**src/uartLink_macros.svh**
```systemverilog
`ifndef uartLinkMacrosSvh
`define uartLinkMacrosSvh

////////////////////////////////////////////////////////////////////////////
// serial frame format
////////////////////////////////////////////////////////////////////////////

`define uartDataBits		8		// data bits per frame
`define uartSbTick			16		// ticks in the stop bit, 16 for one stop bit

////////////////////////////////////////////////////////////////////////////
// fifo sizing
////////////////////////////////////////////////////////////////////////////

`define uartFifoDepth		16		// entries per fifo
`define uartFifoAddrLen		4		// log2 of depth

////////////////////////////////////////////////////////////////////////////
// baud rate
////////////////////////////////////////////////////////////////////////////

// clock cycles per 16x oversampling tick
// one bit then lasts 16 * uartClksPerTick cycles
`define uartClksPerTick		4

`endif

```
**src/uartPkg.sv**
```systemverilog
`include "uartLink_macros.svh"
`default_nettype none

package uartPkg;

	// receiver fsm
	typedef enum logic [1:0] {
		rxIdle  = 2'b00,	// waiting for falling edge
		rxStart = 2'b01,	// counting to start bit middle
		rxData  = 2'b10,	// sampling data bits
		rxStop  = 2'b11		// stop bit
	} rxState_t;

	// transmitter fsm, same layout as the receiver
	typedef enum logic [1:0] {
		txIdle  = 2'b00,	// line high, waiting on fifo
		txStart = 2'b01,	// driving start bit
		txData  = 2'b10,	// shifting data out
		txStop  = 2'b11		// driving stop bit
	} txState_t;

	// one received frame as stored in the rx fifo
	typedef struct packed {
		logic [`uartDataBits-1:0] data;	// received byte
		logic frameErr;					// stop bit sampled low
	} rxWord_t;

endpackage

`default_nettype wire

```
**src/uartFifoIf.sv**
```systemverilog
`timescale 1ns/1ps
`include "uartLink_macros.svh"
`default_nettype none

// push/pop channel of one fifo
interface uartFifoIf #(
	parameter type payload_t = logic [`uartDataBits-1:0]
);

	logic push;				// one-cycle write strobe
	payload_t pushData;
	logic pop;				// one-cycle read strobe
	payload_t popData;		// oldest entry, valid while !empty
	logic empty;
	logic full;

	modport producer (
		output push, pushData,
		input full
	);

	modport consumer (
		output pop,
		input popData, empty
	);

	modport fifo (
		input push, pushData, pop,
		output popData, empty, full
	);

endinterface

`default_nettype wire

```
**src/baudTickGen.sv**
```systemverilog
`timescale 1ns/1ps
`include "uartLink_macros.svh"
`default_nettype none

// shared 16x oversampling strobe, keeps rx and tx on one grid
module baudTickGen (
	input  logic clk,
	input  logic reset,
	output logic sTick
);

	localparam int cntLen = (`uartClksPerTick > 1) ? $clog2(`uartClksPerTick) : 1;
	localparam logic [cntLen-1:0] cntLast = cntLen'(`uartClksPerTick - 1);

	logic [cntLen-1:0] cnt;		// free running divider

	always_ff @(posedge clk or posedge reset)
	begin
		if (reset)
		begin
			cnt <= '0;
			sTick <= 1'b0;
		end
		else if (cnt == cntLast)
		begin
			cnt <= '0;			// wrap
			sTick <= 1'b1;		// one cycle pulse on the wrap
		end
		else
		begin
			cnt <= cnt + 1'b1;
			sTick <= 1'b0;
		end
	end

endmodule

`default_nettype wire

```
**src/uartRec.sv**
```systemverilog
`timescale 1ns/1ps
`include "uartLink_macros.svh"
`default_nettype none

module uartRec (
	input  logic clk,
	input  logic reset,
	input  logic sTick,
	input  logic rx,
	uartFifoIf.producer wr,		// rx fifo write side
	output logic overrun		// sticky, frame lost on a full fifo
);

	// 16x oversampling, counter wide enough for longer stop bits too
	localparam int tickLen = ($clog2(`uartSbTick) > 4) ? $clog2(`uartSbTick) : 4;
	localparam int bitLen = $clog2(`uartDataBits);
	localparam logic [tickLen-1:0] midTick = tickLen'(7);		// half a bit
	localparam logic [tickLen-1:0] bitTick = tickLen'(15);		// one full bit
	localparam logic [tickLen-1:0] stopTick = tickLen'(`uartSbTick - 1);
	localparam logic [bitLen-1:0] lastBit = bitLen'(`uartDataBits - 1);

	uartPkg::rxState_t stateReg, stateNext;
	logic [tickLen-1:0] sReg, sNext;			// tick counter
	logic [bitLen-1:0] nReg, nNext;				// data bit counter
	logic [`uartDataBits-1:0] bReg, bNext;		// shift register
	logic rxPrev;								// last rx, for edge detect
	logic rxDoneTick;							// frame complete
	uartPkg::rxWord_t word;

	////////////////////////////////////////////////////////////////////////////
	// state registers
	////////////////////////////////////////////////////////////////////////////

	always_ff @(posedge clk or posedge reset)
	begin
		if (reset)
		begin
			stateReg <= uartPkg::rxIdle;
			sReg <= '0;
			nReg <= '0;
			rxPrev <= 1'b1;		// line idles high
			overrun <= 1'b0;
		end
		else
		begin
			stateReg <= stateNext;
			sReg <= sNext;
			nReg <= nNext;
			rxPrev <= rx;
			if (rxDoneTick && wr.full)
				overrun <= 1'b1;	// byte dropped, stays set
		end
	end

	always_ff @(posedge clk)
		bReg <= bNext;

	////////////////////////////////////////////////////////////////////////////
	// next state
	////////////////////////////////////////////////////////////////////////////

	always_comb
	begin
		stateNext = stateReg;
		sNext = sReg;
		nNext = nReg;
		bNext = bReg;
		rxDoneTick = 1'b0;
		case (stateReg)
			uartPkg::rxIdle:
				if (rxPrev && !rx)		// falling edge only, a held low line is ignored
				begin
					stateNext = uartPkg::rxStart;
					sNext = '0;
				end
			uartPkg::rxStart:
				if (sTick)
				begin
					if (sReg == midTick)
					begin
						// start bit middle, high here means a glitch
						stateNext = rx ? uartPkg::rxIdle : uartPkg::rxData;
						sNext = '0;
						nNext = '0;
					end
					else
						sNext = sReg + 1'b1;
				end
			uartPkg::rxData:
				if (sTick)
				begin
					if (sReg == bitTick)
					begin
						sNext = '0;
						bNext = {rx, bReg[`uartDataBits-1:1]};	// lsb arrives first
						if (nReg == lastBit)
							stateNext = uartPkg::rxStop;
						else
							nNext = nReg + 1'b1;
					end
					else
						sNext = sReg + 1'b1;
				end
			uartPkg::rxStop:
				if (sTick)
				begin
					if (sReg == stopTick)
					begin
						stateNext = uartPkg::rxIdle;
						rxDoneTick = 1'b1;		// rx sampled here for frameErr
					end
					else
						sNext = sReg + 1'b1;
				end
		endcase
	end

	// byte plus stop bit check, pushed in the done cycle
	assign word = '{data: bReg, frameErr: ~rx};
	assign wr.pushData = word;
	assign wr.push = rxDoneTick & ~wr.full;

endmodule

`default_nettype wire

```
**src/uartFifo.sv**
```systemverilog
`timescale 1ns/1ps
`include "uartLink_macros.svh"
`default_nettype none

// first-word-fall-through circular buffer
module uartFifo #(
	parameter type payload_t = logic [`uartDataBits-1:0]
) (
	input  logic clk,
	input  logic reset,
	uartFifoIf.fifo bus
);

	localparam int addrLen = `uartFifoAddrLen;
	localparam logic [addrLen:0] depth = (addrLen + 1)'(`uartFifoDepth);

	payload_t mem [`uartFifoDepth];
	logic [addrLen-1:0] wrPtr;
	logic [addrLen-1:0] rdPtr;
	logic [addrLen:0] count;	// occupancy, one bit wider than the pointers
	logic doPush;
	logic doPop;

	assign bus.empty = (count == '0);
	assign bus.full = (count == depth);

	// a pop on a full fifo frees the slot for a push in the same cycle
	assign doPop = bus.pop & ~bus.empty;
	assign doPush = bus.push & (~bus.full | doPop);

	// oldest entry falls through
	assign bus.popData = mem[rdPtr];

	always_ff @(posedge clk)
	begin
		if (doPush)
			mem[wrPtr] <= bus.pushData;
	end

	////////////////////////////////////////////////////////////////////////////
	// pointers and count
	////////////////////////////////////////////////////////////////////////////

	always_ff @(posedge clk or posedge reset)
	begin
		if (reset)
		begin
			wrPtr <= '0;
			rdPtr <= '0;
			count <= '0;
		end
		else
		begin
			if (doPush)
				wrPtr <= wrPtr + 1'b1;		// wraps at depth
			if (doPop)
				rdPtr <= rdPtr + 1'b1;
			case ({doPush, doPop})
				2'b10: count <= count + 1'b1;
				2'b01: count <= count - 1'b1;
				default: count <= count;		// both or neither
			endcase
		end
	end

endmodule

`default_nettype wire

```
**src/uartTrans.sv**
```systemverilog
`timescale 1ns/1ps
`include "uartLink_macros.svh"
`default_nettype none

module uartTrans (
	input  logic clk,
	input  logic reset,
	input  logic sTick,
	uartFifoIf.consumer rd,		// tx fifo read side
	output logic tx
);

	localparam int tickLen = ($clog2(`uartSbTick) > 4) ? $clog2(`uartSbTick) : 4;
	localparam int bitLen = $clog2(`uartDataBits);
	localparam logic [tickLen-1:0] bitTick = tickLen'(15);
	localparam logic [tickLen-1:0] stopTick = tickLen'(`uartSbTick - 1);
	localparam logic [bitLen-1:0] lastBit = bitLen'(`uartDataBits - 1);

	uartPkg::txState_t stateReg, stateNext;
	logic [tickLen-1:0] sReg, sNext;
	logic [bitLen-1:0] nReg, nNext;
	logic [`uartDataBits-1:0] bReg, bNext;		// byte being shifted out
	logic txNext;

	always_ff @(posedge clk or posedge reset)
	begin
		if (reset)
		begin
			stateReg <= uartPkg::txIdle;
			sReg <= '0;
			nReg <= '0;
			tx <= 1'b1;			// idle line
		end
		else
		begin
			stateReg <= stateNext;
			sReg <= sNext;
			nReg <= nNext;
			tx <= txNext;		// registered, no glitches on the pin
		end
	end

	always_ff @(posedge clk)
		bReg <= bNext;

	////////////////////////////////////////////////////////////////////////////
	// next state and line level
	////////////////////////////////////////////////////////////////////////////

	always_comb
	begin
		stateNext = stateReg;
		sNext = sReg;
		nNext = nReg;
		bNext = bReg;
		txNext = 1'b1;
		rd.pop = 1'b0;
		case (stateReg)
			uartPkg::txIdle:
				if (!rd.empty)
				begin
					rd.pop = 1'b1;			// single strobe, state moves on next cycle
					bNext = rd.popData;
					sNext = '0;
					stateNext = uartPkg::txStart;
				end
			uartPkg::txStart:
			begin
				txNext = 1'b0;
				if (sTick)
				begin
					if (sReg == bitTick)
					begin
						stateNext = uartPkg::txData;
						sNext = '0;
						nNext = '0;
					end
					else
						sNext = sReg + 1'b1;
				end
			end
			uartPkg::txData:
			begin
				txNext = bReg[0];		// lsb first
				if (sTick)
				begin
					if (sReg == bitTick)
					begin
						sNext = '0;
						bNext = bReg >> 1;
						if (nReg == lastBit)
							stateNext = uartPkg::txStop;
						else
							nNext = nReg + 1'b1;
					end
					else
						sNext = sReg + 1'b1;
				end
			end
			uartPkg::txStop:
			begin
				txNext = 1'b1;
				if (sTick)
				begin
					if (sReg == stopTick)
						stateNext = uartPkg::txIdle;	// line already high
					else
						sNext = sReg + 1'b1;
				end
			end
		endcase
	end

endmodule

`default_nettype wire

```
**src/uartLink.sv**
```systemverilog
`timescale 1ns/1ps
`include "uartLink_macros.svh"
`default_nettype none

module uartLink (
	input  logic clk,
	input  logic reset,
	input  logic rx,
	input  logic txWrite,						// write strobe, no back-pressure
	input  logic [`uartDataBits-1:0] txData,
	input  logic rxRead,						// read strobe, pops the shown byte
	output logic tx,
	output logic [`uartDataBits-1:0] rxData,
	output logic rxFrameErr,
	output logic rxEmpty,
	output logic txFull,
	output logic rxOverrun
);

	logic sTick;

	uartFifoIf #(.payload_t(uartPkg::rxWord_t)) rxFifoBus ();
	uartFifoIf #(.payload_t(logic [`uartDataBits-1:0])) txFifoBus ();

	////////////////////////////////////////////////////////////////////////////
	// processor side strobes and status
	////////////////////////////////////////////////////////////////////////////

	assign rxFifoBus.pop = rxRead;
	assign rxData = rxFifoBus.popData.data;
	assign rxFrameErr = rxFifoBus.popData.frameErr;
	assign rxEmpty = rxFifoBus.empty;

	assign txFifoBus.push = txWrite;		// dropped by the fifo when full
	assign txFifoBus.pushData = txData;
	assign txFull = txFifoBus.full;

	////////////////////////////////////////////////////////////////////////////
	// blocks
	////////////////////////////////////////////////////////////////////////////

	baudTickGen tickGen (.clk(clk), .reset(reset), .sTick(sTick));

	uartRec rec (
		.clk(clk),
		.reset(reset),
		.sTick(sTick),
		.rx(rx),
		.wr(rxFifoBus.producer),
		.overrun(rxOverrun)
	);

	uartFifo #(.payload_t(uartPkg::rxWord_t)) rxFifo (
		.clk(clk), .reset(reset), .bus(rxFifoBus.fifo)
	);

	uartFifo #(.payload_t(logic [`uartDataBits-1:0])) txFifo (
		.clk(clk), .reset(reset), .bus(txFifoBus.fifo)
	);

	uartTrans trans (
		.clk(clk),
		.reset(reset),
		.sTick(sTick),
		.rd(txFifoBus.consumer),
		.tx(tx)
	);

endmodule

`default_nettype wire

```
**config.mk**
```make
export PLATFORM = sky130hd
export DESIGN_NAME = uartLink
export DESIGN_NICKNAME = d
export VERILOG_FILES = /design/src/uartPkg.sv /design/src/uartFifoIf.sv /design/src/baudTickGen.sv /design/src/uartRec.sv /design/src/uartFifo.sv /design/src/uartTrans.sv /design/src/uartLink.sv
export VERILOG_INCLUDE_DIRS = /design/src
export SDC_FILE = /design/constraint.sdc
export NUM_CORES = 1
export LEC_CHECK = 0
export ABC_CLOCK_PERIOD_IN_PS = 3700
export BUFFER_PORTS_ARGS = -buffer_cell sky130_fd_sc_hd__buf_2
export CAP_MARGIN = 10
export CORE_MARGIN = 5
export CORE_UTILIZATION = 45
export DETAILED_ROUTE_END_ITERATION = 12
export GPL_TIMING_DRIVEN = 0
export MAX_ROUTING_LAYER = met4
export PLACE_DENSITY_LB_ADDON = 0.1
export REMOVE_ABC_BUFFERS = 1
export SYNTH_ARGS = -nofsm -noshare
export SYNTH_HDL_FRONTEND = slang
export SYNTH_SLANG_ARGS = --single-unit
export TNS_END_PERCENT = 30
```
**constraint.sdc**
```tcl
create_clock -name clk -period 3.7 [get_ports clk]
set_clock_uncertainty 0.1 [all_clocks]
set_input_delay 0.74 -clock clk [delete_from_list [all_inputs] [get_ports clk]]
set_output_delay 0.74 -clock clk [all_outputs]
set_load 0.1 [all_outputs]
```
# Yosys cells after proc, flatten, opt, wreduce, memory -nomap -nowiden
# Memories as Yosys holds them, arrays and structs flattened.
# Index checks and enable logic that the tools add are counted.
# op_classes
n_bitwise	12
addsub	13
n_eq_ne	39
reduce_logical	21
n_mux	63
# ops
operator	count
4-bit 2-to-1 mux	12
2-bit 2-to-1 mux	18
3-bit 2-to-1 mux	10
4-bit by 1-bit adder with 4-bit output, second input constant	6
8-bit 2-to-1 mux	3
2-bit != test, second input constant	11
2-bit by 1-bit != test with 1-bit output, second input constant	10
5-bit one-hot mux with 2 select lines	2
2-bit one-hot mux with 4 select lines	2
4-bit one-hot mux with 4 select lines	1
8-bit one-hot mux with 2 select lines	1
8-bit AND reduction	2
2-bit equality test, second input constant	7
3-bit one-hot mux with 2 select lines	2
4-bit one-hot mux with 3 select lines	1
6-bit AND reduction	2
5-bit by 1-bit adder with 5-bit output, second input constant	2
5-bit equality test, second input constant	2
5-bit logical NOT	2
1-bit 2-to-1 mux	10
2-bit nonzero test	5
5-bit by 1-bit subtractor with 5-bit output, second input constant	2
2-bit by 1-bit equality test with 1-bit output, second input constant	4
4-bit equality test, second input constant	2
15 further kinds	29
# word_totals
wordCells	169
ff_bits	66
in_bits	13
mem_bits_rw	272
n_memories	2
output_inout_bits	13
# memory_table
memory	words	word_bits	read_ports	rd_clocked_by_memory_dff	write_ports	line_no	text
rxFifo.mem	16	9	1	0	1	uartFifo.sv:17	payload_t mem [`uartFifoDepth];
txFifo.mem	16	8	1	0	1	uartFifo.sv:17	

# Longest topological paths before layout
# logic_depth
ltp_word	8
depth_mapped	13
ltp_nobuf	12

# Cells and area by module
# Synthesis repeated with hierarchy kept, for this count alone.
# unflattened
hier_cells	783
area_unflattened_um2	14086.0
# by_module_without_submodules
module	instances	seq_area_each_um2	cells_per_inst	area_each_um2
uartFifo (rxFifo)	1	4649.5	321	6351.1
uartFifo (txFifo)	1	4169.0	305	5755.5
uartTrans	1	491.7	78	974.7
uartRec	1	516.7	73	909.6
baudTickGen	1	75.1	6	95.1

# Worst setup path before layout
# OpenSTA, ideal clock, no wires.
# synth_path
path_kind	register to output
startpoint	register rxFifo.count[0]
endpoint	output rxEmpty
t_arrival_ns	2.238
required_time_ns	2.860
n_path_buf	0
path_stages_with_launch	3
path_slack_ns	0.622
path_cell_list	dfrtp_1 -> or4_1 -> nor2_1
# synth_via
elab_chain_len	1
# synth_rtl
item	line_no	text
start, declared	uartFifo.sv:20	logic [addrLen:0] count;
start signal, assigned	uartFifo.sv:59	2'b10: count <= count + 1'b1;
start signal, assigned	uartFifo.sv:60	2'b01: count <= count - 1'b1;
start signal, assigned	uartFifo.sv:61	default: count <= count;
5-bit logical NOT	uartFifo.sv:24	assign bus.empty = (count == '0);
end, declared	uartLink.sv:15	output logic rxEmpty,
# No other way between the ends.

# Worst setup path in the final report
# layout_path
startpoint	register rxFifo.rdPtr[1]
endpoint	output rxData[6]
# layout_via
elab_chain_len	1
# layout_rtl
item	line_no	text
start, declared	uartFifo.sv:19	logic [addrLen-1:0] rdPtr;
start signal, assigned	uartFifo.sv:57	rdPtr <= rdPtr + 1'b1;
memory read 16 x 9 bit	-	
end, declared	uartLink.sv:13	output logic [`uartDataBits-1:0] rxData,
# No other way between the ends.

==> impl_metrics.json <==
{
  "outcome": "complete, no violations",
  "startpoint_type": "register",
  "rsz0062_at_grt": "false",
  "dr.first_iter.drc_count": 440,
  "path_cells": "buf_16, mux4_2, mux4_2, buf_2",
  "tritoncts": "yes",
  "dp_slack_ns": 0.399,
  "firstDrtPassIters": 5,
  "worst-endpoint-arrival_ns": 2.60,
  "root_buffer": "clkbuf_16",
  "synth_top_area_share_pct": 61.9,
  "syn_inst": 747,
  "worstPathRequired_ns": 2.86,
  "ys_ff_latch": 338,
  "final_max_slew_viol_count": 0,
  "regArea_mm2": 0.00991,
  "via_per_inst": 5.58,
  "powerDensity_mw_per_mm2": 779,
  "fmax_ghz": 0.291,
  "nets": 827,
  "grt_first_pass_wirelength_um": 41100,
  "drc": 0,
  "vdd_drop_max_mv": 0.448,
  "worstSetupEndpointType": "primary output",
  "hold_viol_final": 0,
  "clkTransAtPathRegs_ns": 0.06,
  "vias": 6709,
  "gp_congestion": 0.777,
  "antenna_found_initial": 0,
  "dpl.hpwl_um": 16500,
  "crit_type": "register to primary output",
  "synth_fa_ha_area_share_pct": 2.83,
  "period_minus_slack_ns": 3.44,
  "tightest_slew_ns": 1.17,
  "synth_flop_cell": "edfxtp_1",
  "core_mm2": 0.0307,
  "r2r_start": "rec.sReg[0]",
  "ff2ff_path_depth": 10,
  "grt_max_degree": 29,
  "r2r_slack_ns": 0.45,
  "layout-area-overhead-vs-synth_pct": 12.4,
  "num_io_pins": 26,
  "start_util_pct": 45.6,
  "drt-total-wl_um": 26800,
  "hp-class": "input port to asynchronous set/reset pin",
  "crit_fanout": 21,
  "dieArea_mm2": 0.0347,
  "syn_area_mm2": 0.0140,
  "clock_path_buffers": 3,
  "ant_nets": 0,
  "drv_cap": 0,
  "insertion_delay_ns": 0.50,
  "tns_ns": 0,
  "nFillCells": 2435,
  "final_core_util_pct": 51.2,
  "clock_sinks": 338,
  "multi_input_area_mm2": 0.00382,
  "io_buffers": 25,
  "cts_buffers": 36,
  "setup_viol": 0,
  "power.leakage_nw": 5.38,
  "synth_common_cells": "edfxtp_1, mux4_2, dfrtp_1",
  "finalPower_mw": 12.2,
  "period_share_pct": 93.0,
  "rows": 64,
  "cts_hold_buf": 0,
  "antenna_cells": 0,
  "synth-edff-count": 288,
  "synth_top_area_cell": "edfxtp_1",
  "ys_types": 67,
  "postSynthAreaPerCell_um2": 18.7,
  "wl_per_cell_um": 22.3,
  "yosys.cell_count.top_type": "edfxtp_1",
  "grt_overflow": 0,
  "cp_common_cell": "mux4_2",
  "yosys-top-cells-area": "edfxtp_1, mux4_2, dfrtp_1",
  "post-route-cell-area_mm2": 0.0157,
  "synth-simple-area-share_pct": 4.69,
  "drive_gt1_share_pct": 22.3,
  "synth_top_family_by_area": "multiplexers",
  "grt_pass1_vias": 6842,
  "muxShareOfSynthArea_pct": 13.9,
  "critPathMaxStageDelay_ns": 0.69,
  "final.setup.worst_slack_ns": 0.260,
  "yosysSeqAreaShare_pct": 70.8,
  "grt_use_total_pct": 16.4,
  "slowest_stage": "dfrtp_2",
  "synthXorXnorAreaFrac_pct": 1.44,
  "place_area_mm2": 0.0145,
  "die_x_um": 186,
  "synth_warnings": 0,
  "ys_async_sr_fraction_pct": 14.8,
  "die_h_um": 186,
  "h-tree-depth": 2,
  "reg2reg_to": "rxFifo.count[4]",
  "synth_compound_area_share_pct": 4.24,
  "slew_headroom_pct": 21.6
}
[cells in the final DEF, fill, tap and decap left out, types with 3 or more instances in the layout]
master and instances:
buf_12 4, a21oi_1 12, o22ai_1 8, mux4_1 8, o31ai_1 3, dfrtp_2 3
nor2_1 30, o21bai_1 3, xor2_1 7, dfrtp_1 44, clkbuf_1 10, or2_2 3
clkinv_1 5, a21o_1 14, clkbuf_16 37, edfxtp_1 288, o21a_1 3, xnor2_1 16
nand2_1 31, mux2i_1 10, nand2b_1 4, o21ai_0 15, ha_1 30, clkbuf_8 3
nor3_2 4, nand4_1 6, and2_1 14, a22o_1 5, nor2b_1 3, mux4_2 70
o211ai_1 3, buf_2 25, nand3_1 4, inv_1 20, bufinv_16 4, clkinv_2 3
mux2_2 3, a211oi_1 7
[cell families (layout without fill, tap and decap cells)]
| group | Yosys count | after routing |
|---|---|---|
| compound gates | 84 | 84 |
| xor+xnor | 23 | 23 |
| fa+ha+maj | 31 | 31 |
| buf+inv | 55 | 115 |
| flops | 338 | 338 |
| mux | 93 | 93 |
| simple gates | 123 | 123 |
[stage by stage]
stage	hold slack [ns]	cells
2_1_floorplan	0.303	714
3_3_place_gp	0.314	1135
3_5_place_dp	0.322	1140
4_1_cts	0.186	1203
5_1_grt	0.221	1203
6_report	0.188	1203
[worst max-delay path by stage]
stage,from,to,cells past startpoint
5_1_grt,rxFifo.rdPtr[1],rxData[6],4
3_5_place_dp,rxFifo.rdPtr[0],rxData[0],4
3_3_place_gp,rxFifo.rdPtr[0],rxData[6],3
4_1_cts,rxFifo.rdPtr[1],rxData[6],4
2_1_floorplan,rxFifo.rdPtr[0],rxData[0],2
6_report,rxFifo.rdPtr[1],rxData[6],4
[worst max-delay path, delay by kind of cell (launching register included)]
family                 cells  cell delay (ns)
multiplexers               2             0.84
flip-flops                 1             0.69
buffers and inverters      2             0.56
[sequential cells by signal (all words and copies together), names as in the netlist, 2 cells and up, named ones only]
| signal | count |
|---|---|
| rxFifo.wrPtr | 4 |
| rxFifo.count | 5 |
| trans.sReg | 4 |
| rec.bReg | 8 |
| txFifo.count | 5 |
| trans.nReg | 3 |
| txFifo.wrPtr | 4 |
| rec.nReg | 3 |
| tickGen.cnt | 2 |
| trans.stateReg | 2 |
| rxFifo.mem | 144 |
| rec.sReg | 4 |
| txFifo.rdPtr | 4 |
| trans.bReg | 8 |
| rxFifo.rdPtr | 4 |
| txFifo.mem | 128 |
[layout make-up]
cell class	instances	area share, %
clock buffers	50	6.40
clock inverters	12	0.980
inverters	22	0.526
multi-input cells	354	24.3
flip-flops and latches	338	63.1
well taps	396	3.15
repair buffers	31	1.53
[power breakdown]
part	switching, mW	internal (mW)
clock network	1.36	2.17
registers	0.537	4.52
logic	2.09	1.56
total	3.99	8.25
[routing by layer]
layer / share of wire [%] / GRT usage, % / up-vias
met1: 47 / 23.4 / 3490
met4: 1.8 / 3.99 / 0
met5: 0 / - / -
li1: - / - / 3050
met3: 3.8 / 2.51 / 34
met2: 48 / 25.1 / 135
[what timing repair did]
action	4_1_cts	5_1_grt
setup buffers	1	0
setup endpoints to repair	6	0
endpoints found under the hold margin	0	0
resized for setup	1	0
Power figures use the tool's default switching activity.
